## src/hw/mips_id_pkg.sv

```systemverilog
package mips_id_pkg;

  // widths
  localparam int word_w     = 32;
  localparam int reg_addr_w = 5;
  localparam int op_w       = 6;
  localparam int funct_w    = 6;
  localparam int reg_count  = 32;

  localparam logic [reg_addr_w-1:0] ra_reg = 5'd31; // return address

  // primary opcodes, inst[31:26]
  localparam logic [op_w-1:0] op_special  = 6'b000000;
  localparam logic [op_w-1:0] op_regimm   = 6'b000001;
  localparam logic [op_w-1:0] op_j        = 6'b000010;
  localparam logic [op_w-1:0] op_jal      = 6'b000011;
  localparam logic [op_w-1:0] op_beq      = 6'b000100;
  localparam logic [op_w-1:0] op_bne      = 6'b000101;
  localparam logic [op_w-1:0] op_blez     = 6'b000110;
  localparam logic [op_w-1:0] op_bgtz     = 6'b000111;

  // immediate alu ops
  localparam logic [op_w-1:0] op_addi     = 6'b001000;
  localparam logic [op_w-1:0] op_addiu    = 6'b001001;
  localparam logic [op_w-1:0] op_andi     = 6'b001100;
  localparam logic [op_w-1:0] op_ori      = 6'b001101;
  localparam logic [op_w-1:0] op_xori     = 6'b001110;
  localparam logic [op_w-1:0] op_lui      = 6'b001111;

  localparam logic [op_w-1:0] op_special2 = 6'b011100;

  // loads
  localparam logic [op_w-1:0] op_lb       = 6'b100000;
  localparam logic [op_w-1:0] op_lh       = 6'b100001;
  localparam logic [op_w-1:0] op_lwl      = 6'b100010;
  localparam logic [op_w-1:0] op_lw       = 6'b100011;
  localparam logic [op_w-1:0] op_lbu      = 6'b100100;
  localparam logic [op_w-1:0] op_lhu      = 6'b100101;
  localparam logic [op_w-1:0] op_lwr      = 6'b100110;

  // stores
  localparam logic [op_w-1:0] op_sb       = 6'b101000;
  localparam logic [op_w-1:0] op_sh       = 6'b101001;
  localparam logic [op_w-1:0] op_swl      = 6'b101010;
  localparam logic [op_w-1:0] op_sw       = 6'b101011;
  localparam logic [op_w-1:0] op_swr      = 6'b101110;

  // funct codes, inst[5:0]
  localparam logic [funct_w-1:0] funct_jr    = 6'b001000;
  localparam logic [funct_w-1:0] funct_mult  = 6'b011000;
  localparam logic [funct_w-1:0] funct_multu = 6'b011001;
  localparam logic [funct_w-1:0] funct_div   = 6'b011010;
  localparam logic [funct_w-1:0] funct_divu  = 6'b011011;
  localparam logic [funct_w-1:0] funct_mul   = 6'b000010; // special2 mul

  // regimm link variants, carried in rt
  localparam logic [reg_addr_w-1:0] rt_bltzal = 5'b10000;
  localparam logic [reg_addr_w-1:0] rt_bgezal = 5'b10001;

endpackage

```

## src/hw/inst_accept.sv

```systemverilog
module inst_accept (
  input  logic                           clk,
  input  logic                           arst_n,
  input  logic                           in_req,
  input  logic [mips_id_pkg::word_w-1:0] in_inst,
  output logic                           in_ack,
  output logic [mips_id_pkg::word_w-1:0] inst,
  output logic                           load,
  input  logic                           done
);

  logic slot_full;
  logic accept;

  // take a new word only when idle on both sides
  assign accept = in_req && !in_ack && !slot_full;

  always_ff @(posedge clk or negedge arst_n) begin
    if (!arst_n) begin
      in_ack    <= 1'b0;
      load      <= 1'b0;
      slot_full <= 1'b0;
    end else begin
      load <= accept; // single cycle capture pulse

      if (accept) begin
        in_ack <= 1'b1;
      end else if (!in_req) begin
        in_ack <= 1'b0; // return to zero once req drops
      end

      if (accept) begin
        slot_full <= 1'b1;
      end else if (done) begin
        slot_full <= 1'b0;
      end
    end
  end

  // held word, stays put until the slot is freed
  always_ff @(posedge clk) begin
    if (accept) begin
      inst <= in_inst;
    end
  end

  // sender keeps data steady until acknowledged
  a_inst_stable: assert property (@(posedge clk) disable iff (!arst_n)
    (in_req && !in_ack) |=> (!in_req || $stable(in_inst)));

  // no req withdrawal before ack
  a_req_held: assert property (@(posedge clk) disable iff (!arst_n)
    (in_req && !in_ack) |=> (in_req || in_ack));

  // issue side only frees a slot that was filled
  a_done_full: assert property (@(posedge clk) disable iff (!arst_n)
    done |-> slot_full);

endmodule

```

## src/hw/reg_gen.sv

```systemverilog
module reg_gen (
  input  logic [mips_id_pkg::word_w-1:0]     inst,
  output logic                               rd_en_1,
  output logic                               rd_en_2,
  output logic [mips_id_pkg::reg_addr_w-1:0] rd_addr_1,
  output logic [mips_id_pkg::reg_addr_w-1:0] rd_addr_2,
  output logic                               wr_en,
  output logic [mips_id_pkg::reg_addr_w-1:0] wr_addr
);

  logic [mips_id_pkg::op_w-1:0]       op;
  logic [mips_id_pkg::reg_addr_w-1:0] rs;
  logic [mips_id_pkg::reg_addr_w-1:0] rt;
  logic [mips_id_pkg::reg_addr_w-1:0] rd;
  logic [mips_id_pkg::funct_w-1:0]    funct;

  logic                               dst_on;  // instruction has a destination
  logic [mips_id_pkg::reg_addr_w-1:0] dst;

  // field split
  assign op    = inst[31:26];
  assign rs    = inst[25:21];
  assign rt    = inst[20:16];
  assign rd    = inst[15:11];
  assign funct = inst[5:0];

  // source registers
  always_comb begin
    rd_en_1   = 1'b0;
    rd_en_2   = 1'b0;
    rd_addr_1 = '0;
    rd_addr_2 = '0;
    case (op)
      mips_id_pkg::op_addi, mips_id_pkg::op_addiu, mips_id_pkg::op_andi,
      mips_id_pkg::op_ori, mips_id_pkg::op_xori,
      mips_id_pkg::op_lb, mips_id_pkg::op_lh, mips_id_pkg::op_lw,
      mips_id_pkg::op_lbu, mips_id_pkg::op_lhu: begin
        rd_en_1   = 1'b1; // base or alu source only
        rd_addr_1 = rs;
      end
      mips_id_pkg::op_beq, mips_id_pkg::op_bne, mips_id_pkg::op_blez,
      mips_id_pkg::op_bgtz, mips_id_pkg::op_regimm,
      mips_id_pkg::op_sb, mips_id_pkg::op_sh, mips_id_pkg::op_sw,
      mips_id_pkg::op_lwl, mips_id_pkg::op_lwr,
      mips_id_pkg::op_swl, mips_id_pkg::op_swr,
      mips_id_pkg::op_special, mips_id_pkg::op_special2: begin
        rd_en_1   = 1'b1;
        rd_en_2   = 1'b1;
        rd_addr_1 = rs;
        rd_addr_2 = rt;
      end
      mips_id_pkg::op_j, mips_id_pkg::op_jal, mips_id_pkg::op_lui: begin
        // no register source
      end
      default: ;
    endcase
  end

  // destination register
  always_comb begin
    dst_on = 1'b0;
    dst    = '0;
    case (op)
      mips_id_pkg::op_addi, mips_id_pkg::op_addiu, mips_id_pkg::op_andi,
      mips_id_pkg::op_ori, mips_id_pkg::op_xori, mips_id_pkg::op_lui,
      mips_id_pkg::op_lb, mips_id_pkg::op_lh, mips_id_pkg::op_lw,
      mips_id_pkg::op_lbu, mips_id_pkg::op_lhu,
      mips_id_pkg::op_lwl, mips_id_pkg::op_lwr: begin
        dst_on = 1'b1; // i-type result into rt
        dst    = rt;
      end
      mips_id_pkg::op_special, mips_id_pkg::op_special2: begin
        case (funct)
          mips_id_pkg::funct_mult, mips_id_pkg::funct_multu,
          mips_id_pkg::funct_div, mips_id_pkg::funct_divu,
          mips_id_pkg::funct_jr: begin
            dst_on = 1'b0; // hi/lo or jump, no gpr result
          end
          mips_id_pkg::funct_mul: begin
            dst_on = 1'b1;
            dst    = rd;
          end
          default: begin
            dst_on = 1'b1;
            dst    = rd;
          end
        endcase
      end
      mips_id_pkg::op_jal: begin
        dst_on = 1'b1;
        dst    = mips_id_pkg::ra_reg;
      end
      mips_id_pkg::op_regimm: begin
        if (rt == mips_id_pkg::rt_bltzal || rt == mips_id_pkg::rt_bgezal) begin
          dst_on = 1'b1;
          dst    = mips_id_pkg::ra_reg;
        end
      end
      mips_id_pkg::op_j, mips_id_pkg::op_beq, mips_id_pkg::op_bne,
      mips_id_pkg::op_blez, mips_id_pkg::op_bgtz,
      mips_id_pkg::op_sb, mips_id_pkg::op_sh, mips_id_pkg::op_sw,
      mips_id_pkg::op_swl, mips_id_pkg::op_swr: begin
        dst_on = 1'b0;
      end
      default: ;
    endcase
  end

  // $zero is never a real destination
  assign wr_en   = dst_on && (dst != '0);
  assign wr_addr = wr_en ? dst : '0;

endmodule

```

## src/hw/reg_file.sv

```systemverilog
module reg_file (
  input  logic                               clk,
  input  logic                               arst_n,
  input  logic [mips_id_pkg::reg_addr_w-1:0] rd_addr_1,
  input  logic [mips_id_pkg::reg_addr_w-1:0] rd_addr_2,
  output logic [mips_id_pkg::word_w-1:0]     rd_data_1,
  output logic [mips_id_pkg::word_w-1:0]     rd_data_2,
  input  logic                               wb_en,
  input  logic [mips_id_pkg::reg_addr_w-1:0] wb_addr,
  input  logic [mips_id_pkg::word_w-1:0]     wb_data
);

  logic [mips_id_pkg::word_w-1:0] regs [mips_id_pkg::reg_count];

  logic wr_ok;

  assign wr_ok = wb_en && (wb_addr != '0); // writes to $zero dropped

  // whole array clears on reset
  always_ff @(posedge clk or negedge arst_n) begin
    if (!arst_n) begin
      for (int i = 0; i < mips_id_pkg::reg_count; i++) begin
        regs[i] <= '0;
      end
    end else if (wr_ok) begin
      regs[wb_addr] <= wb_data;
    end
  end

  // combinational reads, $zero forced
  always_comb begin
    if (rd_addr_1 == '0) begin
      rd_data_1 = '0;
    end else begin
      rd_data_1 = regs[rd_addr_1];
    end
  end

  always_comb begin
    if (rd_addr_2 == '0) begin
      rd_data_2 = '0;
    end else begin
      rd_data_2 = regs[rd_addr_2];
    end
  end

endmodule

```

## src/hw/operand_issue.sv

```systemverilog
module operand_issue (
  input  logic                               clk,
  input  logic                               arst_n,
  input  logic                               load,
  output logic                               done,
  input  logic                               rd_en_1,
  input  logic                               rd_en_2,
  input  logic [mips_id_pkg::word_w-1:0]     rd_data_1,
  input  logic [mips_id_pkg::word_w-1:0]     rd_data_2,
  input  logic                               wr_en,
  input  logic [mips_id_pkg::reg_addr_w-1:0] wr_addr,
  output logic                               out_req,
  input  logic                               out_ack,
  output logic [mips_id_pkg::word_w-1:0]     op_a,
  output logic [mips_id_pkg::word_w-1:0]     op_b,
  output logic                               out_rd_en_1,
  output logic                               out_rd_en_2,
  output logic                               out_wr_en,
  output logic [mips_id_pkg::reg_addr_w-1:0] out_wr_addr
);

  typedef enum logic [1:0] {
    st_idle,
    st_req,     // out_req high, waiting for ack
    st_release  // waiting for ack to return low
  } state_t;

  state_t state;

  assign out_req = (state == st_req);

  always_ff @(posedge clk or negedge arst_n) begin
    if (!arst_n) begin
      state <= st_idle;
      done  <= 1'b0;
    end else begin
      done <= 1'b0;
      case (state)
        st_idle:    if (load) state <= st_req;
        st_req:     if (out_ack) state <= st_release;
        st_release: begin
          if (!out_ack) begin
            state <= st_idle;
            done  <= 1'b1; // handshake closed, free the slot
          end
        end
        default:    state <= st_idle;
      endcase
    end
  end

  // operand set, frozen while out_req is up
  always_ff @(posedge clk) begin
    if (load && state == st_idle) begin
      op_a        <= rd_en_1 ? rd_data_1 : '0;
      op_b        <= rd_en_2 ? rd_data_2 : '0;
      out_rd_en_1 <= rd_en_1;
      out_rd_en_2 <= rd_en_2;
      out_wr_en   <= wr_en;
      out_wr_addr <= wr_addr;
    end
  end

  a_req_held: assert property (@(posedge clk) disable iff (!arst_n)
    (out_req && !out_ack) |=> out_req);

endmodule

```

## src/hw/mips_id_top.sv

```systemverilog
module mips_id_top (
  input  logic                               clk,
  input  logic                               arst_n,
  input  logic                               in_req,
  input  logic [mips_id_pkg::word_w-1:0]     in_inst,
  output logic                               in_ack,
  input  logic                               wb_en,
  input  logic [mips_id_pkg::reg_addr_w-1:0] wb_addr,
  input  logic [mips_id_pkg::word_w-1:0]     wb_data,
  output logic                               out_req,
  input  logic                               out_ack,
  output logic [mips_id_pkg::word_w-1:0]     op_a,
  output logic [mips_id_pkg::word_w-1:0]     op_b,
  output logic                               out_rd_en_1,
  output logic                               out_rd_en_2,
  output logic                               out_wr_en,
  output logic [mips_id_pkg::reg_addr_w-1:0] out_wr_addr
);

  logic [mips_id_pkg::word_w-1:0]     inst;
  logic                               load;
  logic                               done;
  logic                               rd_en_1;
  logic                               rd_en_2;
  logic [mips_id_pkg::reg_addr_w-1:0] rd_addr_1;
  logic [mips_id_pkg::reg_addr_w-1:0] rd_addr_2;
  logic [mips_id_pkg::word_w-1:0]     rd_data_1;
  logic [mips_id_pkg::word_w-1:0]     rd_data_2;
  logic                               wr_en;
  logic [mips_id_pkg::reg_addr_w-1:0] wr_addr;

  inst_accept i_inst_accept (
    .clk, .arst_n, .in_req, .in_inst, .in_ack, .inst, .load, .done
  );

  // decode straight off the held slot
  reg_gen i_reg_gen (
    .inst, .rd_en_1, .rd_en_2, .rd_addr_1, .rd_addr_2, .wr_en, .wr_addr
  );

  reg_file i_reg_file (
    .clk, .arst_n,
    .rd_addr_1, .rd_addr_2, .rd_data_1, .rd_data_2,
    .wb_en, .wb_addr, .wb_data
  );

  operand_issue i_operand_issue (
    .clk, .arst_n, .load, .done,
    .rd_en_1, .rd_en_2, .rd_data_1, .rd_data_2, .wr_en, .wr_addr,
    .out_req, .out_ack, .op_a, .op_b,
    .out_rd_en_1, .out_rd_en_2, .out_wr_en, .out_wr_addr
  );

endmodule

```

## config.mk

```make
export PLATFORM = sky130hd
export DESIGN_NAME = mips_id_top
export DESIGN_NICKNAME = d
export VERILOG_FILES = /design/src/hw/mips_id_pkg.sv /design/src/hw/inst_accept.sv /design/src/hw/reg_gen.sv /design/src/hw/reg_file.sv /design/src/hw/operand_issue.sv /design/src/hw/mips_id_top.sv
export SDC_FILE = /design/constraint.sdc
export NUM_CORES = 2
export LEC_CHECK = 0
export BUFFER_PORTS_ARGS = -buffer_cell sky130_fd_sc_hd__buf_2
export CORE_MARGIN = 4
export CORE_UTILIZATION = 63
export DETAILED_ROUTE_END_ITERATION = 16
export MAX_ROUTING_LAYER = met4
export PLACE_DENSITY = 0.91
export SYNTH_ARGS = -nofsm -noshare
export SYNTH_HDL_FRONTEND = slang
export SYNTH_SLANG_ARGS = --single-unit
```

## constraint.sdc

```tcl
create_clock -name clk -period 8.33 [get_ports clk]
set_input_delay 1.666 -clock clk [delete_from_list [all_inputs] [get_ports clk]]
set_output_delay 1.666 -clock clk [all_outputs]
set_load 0.02 [all_outputs]
```

==> flow_metrics.env <==
export IMPL_port_buffers=142
export IMPL_slew_headroom_pct=5.65
export IMPL_drtAntennaViolNets=0
export IMPL_start_util_pct=63.6
export IMPL_post_cts_setup_buffers=0
export IMPL_grt_overflow=0
export IMPL_drcViolationCount=0
export IMPL_syn_num_nets=4276
export IMPL_rrSetupSlack_ps=3050
export IMPL_worst_pin_slew_ps=1420
export IMPL_die_area_sq_um=97600
export IMPL_first_pass_iters=7
export IMPL_hold_viol=0
export IMPL_worstSkewPairLatency_ps=750
export IMPL_grtUsageTotal_pct=40.2
export IMPL_final_cell_area_sq_um=63700
export IMPL_start_kind="register"
export IMPL_power_density_nw_per_um2=269
export IMPL_grt_start_max_net_pins=158
export IMPL_clock_skew_final_ps=48.3
export IMPL_via_per_inst=7.75
export IMPL_clock_sinks=1129
export IMPL_rsz0062_at_grt="no"
export IMPL_vias=42200
export IMPL_crit_slowest_cell="a31oi_1"
export IMPL_timing_final_crit_share_pct=63.4
export IMPL_ctsHtreeMaxLevel=3
export IMPL_leakagePower_uw=0.0272
export IMPL_hold_class="reg -> reg"
export IMPL_dieHeight_um=312
export IMPL_drt_iter0_markers=6610
export IMPL_final_nets=4160
export IMPL_area_growth_pct=9.23
export IMPL_dpl_instance_area_sq_um=59700
export IMPL_syn_avg_cell_area_sq_um=13.9
export IMPL_drive_above_1_share_pct=44.9
export IMPL_drv_cap=0
export IMPL_core_sq_um=91800
export IMPL_async_flop_share_pct=91.2
export IMPL_netlist_area_sq_um=58300
export IMPL_die_x_um=312
export IMPL_ir_worst_vdd_uv=181
export IMPL_cp_max_fo=49
export IMPL_final_seq_area_sq_um=28700
export IMPL_min_period_ps=5280
export IMPL_grt_pass1_wl_um=284000
export IMPL_ctsResizeCount=0
export IMPL_num_io_pins=148
export IMPL_crit_family="buffers and inverters"
export IMPL_required_ps=8720
export IMPL_gp_congestion=0.871
export IMPL_synth_seq_cells=1129
export IMPL_synth_edff_count=99
export IMPL_antenna_found_initial=15
export IMPL_cts_hold_buf=0
export IMPL_ys_seq_area_share_pct=49.3
export IMPL_ys_types=74
export IMPL_synthFlopType="dfrtp_1"
export IMPL_routed_wl_um=191000
export IMPL_wl_per_cell_um=35.2
export IMPL_cp_arrival_ps=5670
export IMPL_setup_viol=0
export IMPL_dp_hpwl_um=100000
export IMPL_worstPathCellList="and4bb_1 > a31o_4 > nor2_8 > inv_4 > buf_4 > nand2_2 > buf_4 > a21oi_1 > a31oi_1"
export IMPL_fmaxAchievable_ghz=0.189
export IMPL_end_kind="register"
export IMPL_grt_pass1_vias=44300
export IMPL_multi_input_area_sq_um=27700
export IMPL_cts_tree="done"
export IMPL_clk_path_buf_depth=3
export IMPL_fill_cells=5395
export IMPL_final_max_slew_viol_count=0
export IMPL_rows=111
export IMPL_synth_cells=4202
export IMPL_cpMostUsedCell="buf_4"
export IMPL_numCtsBuffers=114
export IMPL_cts_root_buf="clkbuf_16"
export IMPL_cpPeakStageDelay_ps=840
export IMPL_final_setup_tns_ps=0
export IMPL_path_clk_slew_ps=70
export IMPL_status="finished clean"
export IMPL_yosys_warnings=0
export IMPL_worst_setup_path_type="reg -> reg"
export IMPL_path_buf_inv=3
==> flip-flops by register name (all words and copies together) (netlist names) <==
signal	flops
i_operand_issue.out_wr_en	1
i_reg_file.regs	1024
i_inst_accept.load	1
i_inst_accept.inst	27
i_operand_issue.op_b	32
i_operand_issue.out_rd_en_1	1
i_operand_issue.out_wr_addr	5
i_operand_issue.done	1
i_inst_accept.slot_full	1
i_operand_issue.out_rd_en_2	1
i_inst_accept.in_ack	1
i_operand_issue.state	2
i_operand_issue.op_a	32
==> power by group <==
group          switching (uW)  internal (uW)  total, uW
logic                    2190           1980       4170
registers                 806           6620       7430
clock network            2310           3220       5530
==> final timing paths <==
path,startpoint,to,cells past startpoint
setup / recovery,i_inst_accept.inst[31]$_DFFE_PP_,i_operand_issue.op_b[4]$_SDFFCE_PP0P_,9
hold / removal,i_reg_file.regs[1019]$_DFFE_PN0P_,i_reg_file.regs[1019]$_DFFE_PN0P_,0
setup reg to reg,i_inst_accept.inst[31]$_DFFE_PP_,i_operand_issue.op_b[4]$_SDFFCE_PP0P_,9
hold reg to reg,i_reg_file.regs[1019]$_DFFE_PN0P_,i_reg_file.regs[1019]$_DFFE_PN0P_,0
max in group asynchronous,arst_n,i_inst_accept.slot_full$_DFFE_PN0P_,2
min in group asynchronous,arst_n,i_reg_file.regs[599]$_DFFE_PN0P_,1
==> synthesized netlist by cell type, types with 8 or more instances <==
cell	n	area (sq um)
buf_2	128	641
dfrtp_1	1030	25800
a221o_1	44	440
clkbuf_1	256	961
a32o_1	21	210
o2111ai_1	20	175
nand2b_1	27	169
o221ai_1	34	298
edfxtp_1	99	2970
a2bb2oi_1	30	263
a311o_1	9	90.1
buf_1	56	210
a22oi_1	30	225
nor2_1	77	289
o21ai_0	136	681
a32oi_1	38	333
mux4_2	331	7450
a21oi_1	181	906
mux2_2	1051	11800
nand3_1	35	175
a211o_1	20	175
a221oi_1	30	263
a31oi_1	11	68.8
nand2_1	103	387
o22ai_1	56	350
inv_1	39	146
mux2i_1	186	1860
buf_4	20	150
o211ai_1	8	60.1
o21ai_1	15	75.1
==> cells by family (layout without fill, tap and decap cells) <==
kind of cell / after synthesis / after routing / share of synthesized area [%]
compound gates: 715 / 715 / 8.44
flops: 1129 / 1129 / 49.3
other cells: 0 / 12 / 0
simple gates: 279 / 279 / 2.25
mux: 1569 / 1569 / 36.3
buf+inv: 510 / 493 / 3.77
==> cells in the final DEF (no fill, tap or decap), types with 21 or more instances in the layout <==
cell type and count:
buf_4 83, buf_2 141, o221ai_1 34, o22ai_1 56, inv_1 38, a221oi_1 30, a221o_1 44, o21ai_0 136
clkbuf_16 118, a22oi_1 30, nand2_1 85, a32o_1 21, a32oi_1 38, mux2i_1 186, a2bb2oi_1 30, mux4_2 331
clkbuf_8 28, a21oi_1 179, mux2_2 1051, nor2_1 55, nand3_1 35, clkbuf_1 24, dfrtp_1 1030, nor2_4 21
nand2b_1 27, clkinv_2 22, edfxtp_1 99
==> stage by stage <==
| step | setup WS, ps | hold WS (ps) | util, % | power, uW | std cells |
|---|---|---|---|---|---|
| finish | 3050 | 379 | 69.4 | 17100 | 5440 |
| global route | 3150 | 387 | 69.4 | 17600 | 5439 |
| CTS | 3500 | 381 | 69.4 | 16900 | 5428 |
| detailed placement | 3690 | 366 | 65.0 | 11400 | 5213 |
| global placement | 3700 | 365 | 65.0 | 11100 | 5213 |
| floorplan | 2050 | 395 | - | 10100 | 4202 |
==> worst reg2reg max path, cell delays in order (launching register included) <==
cell and delay [ps]:
edfxtp_1 530, and4bb_1 310, a31o_4 260, nor2_8 610, inv_4 480, buf_4 530
nand2_2 610, buf_4 620, a21oi_1 150, a31oi_1 840
==> final cells by class <==
class	count	share of cell area (%)
Clock inverter	45	0.929
Tap cell	1243	2.44
Clock buffer	170	5.38
Timing Repair Buffer	235	2.42
Antenna cell	12	0.0471
Multi-Input combinational cell	2563	43.4
Sequential cell	1129	45.1
Inverter	43	0.265
==> layer usage <==
metal,up-vias,global-route usage (%),part of all wire (%)
li1,15900,-,-
met1,21100,47.5,32
met2,3841,56.1,43
met3,1310,14.8,15
met4,0,30.9,9.5
met5,-,-,0
Note: power is estimated with default switching activity, not from simulation.
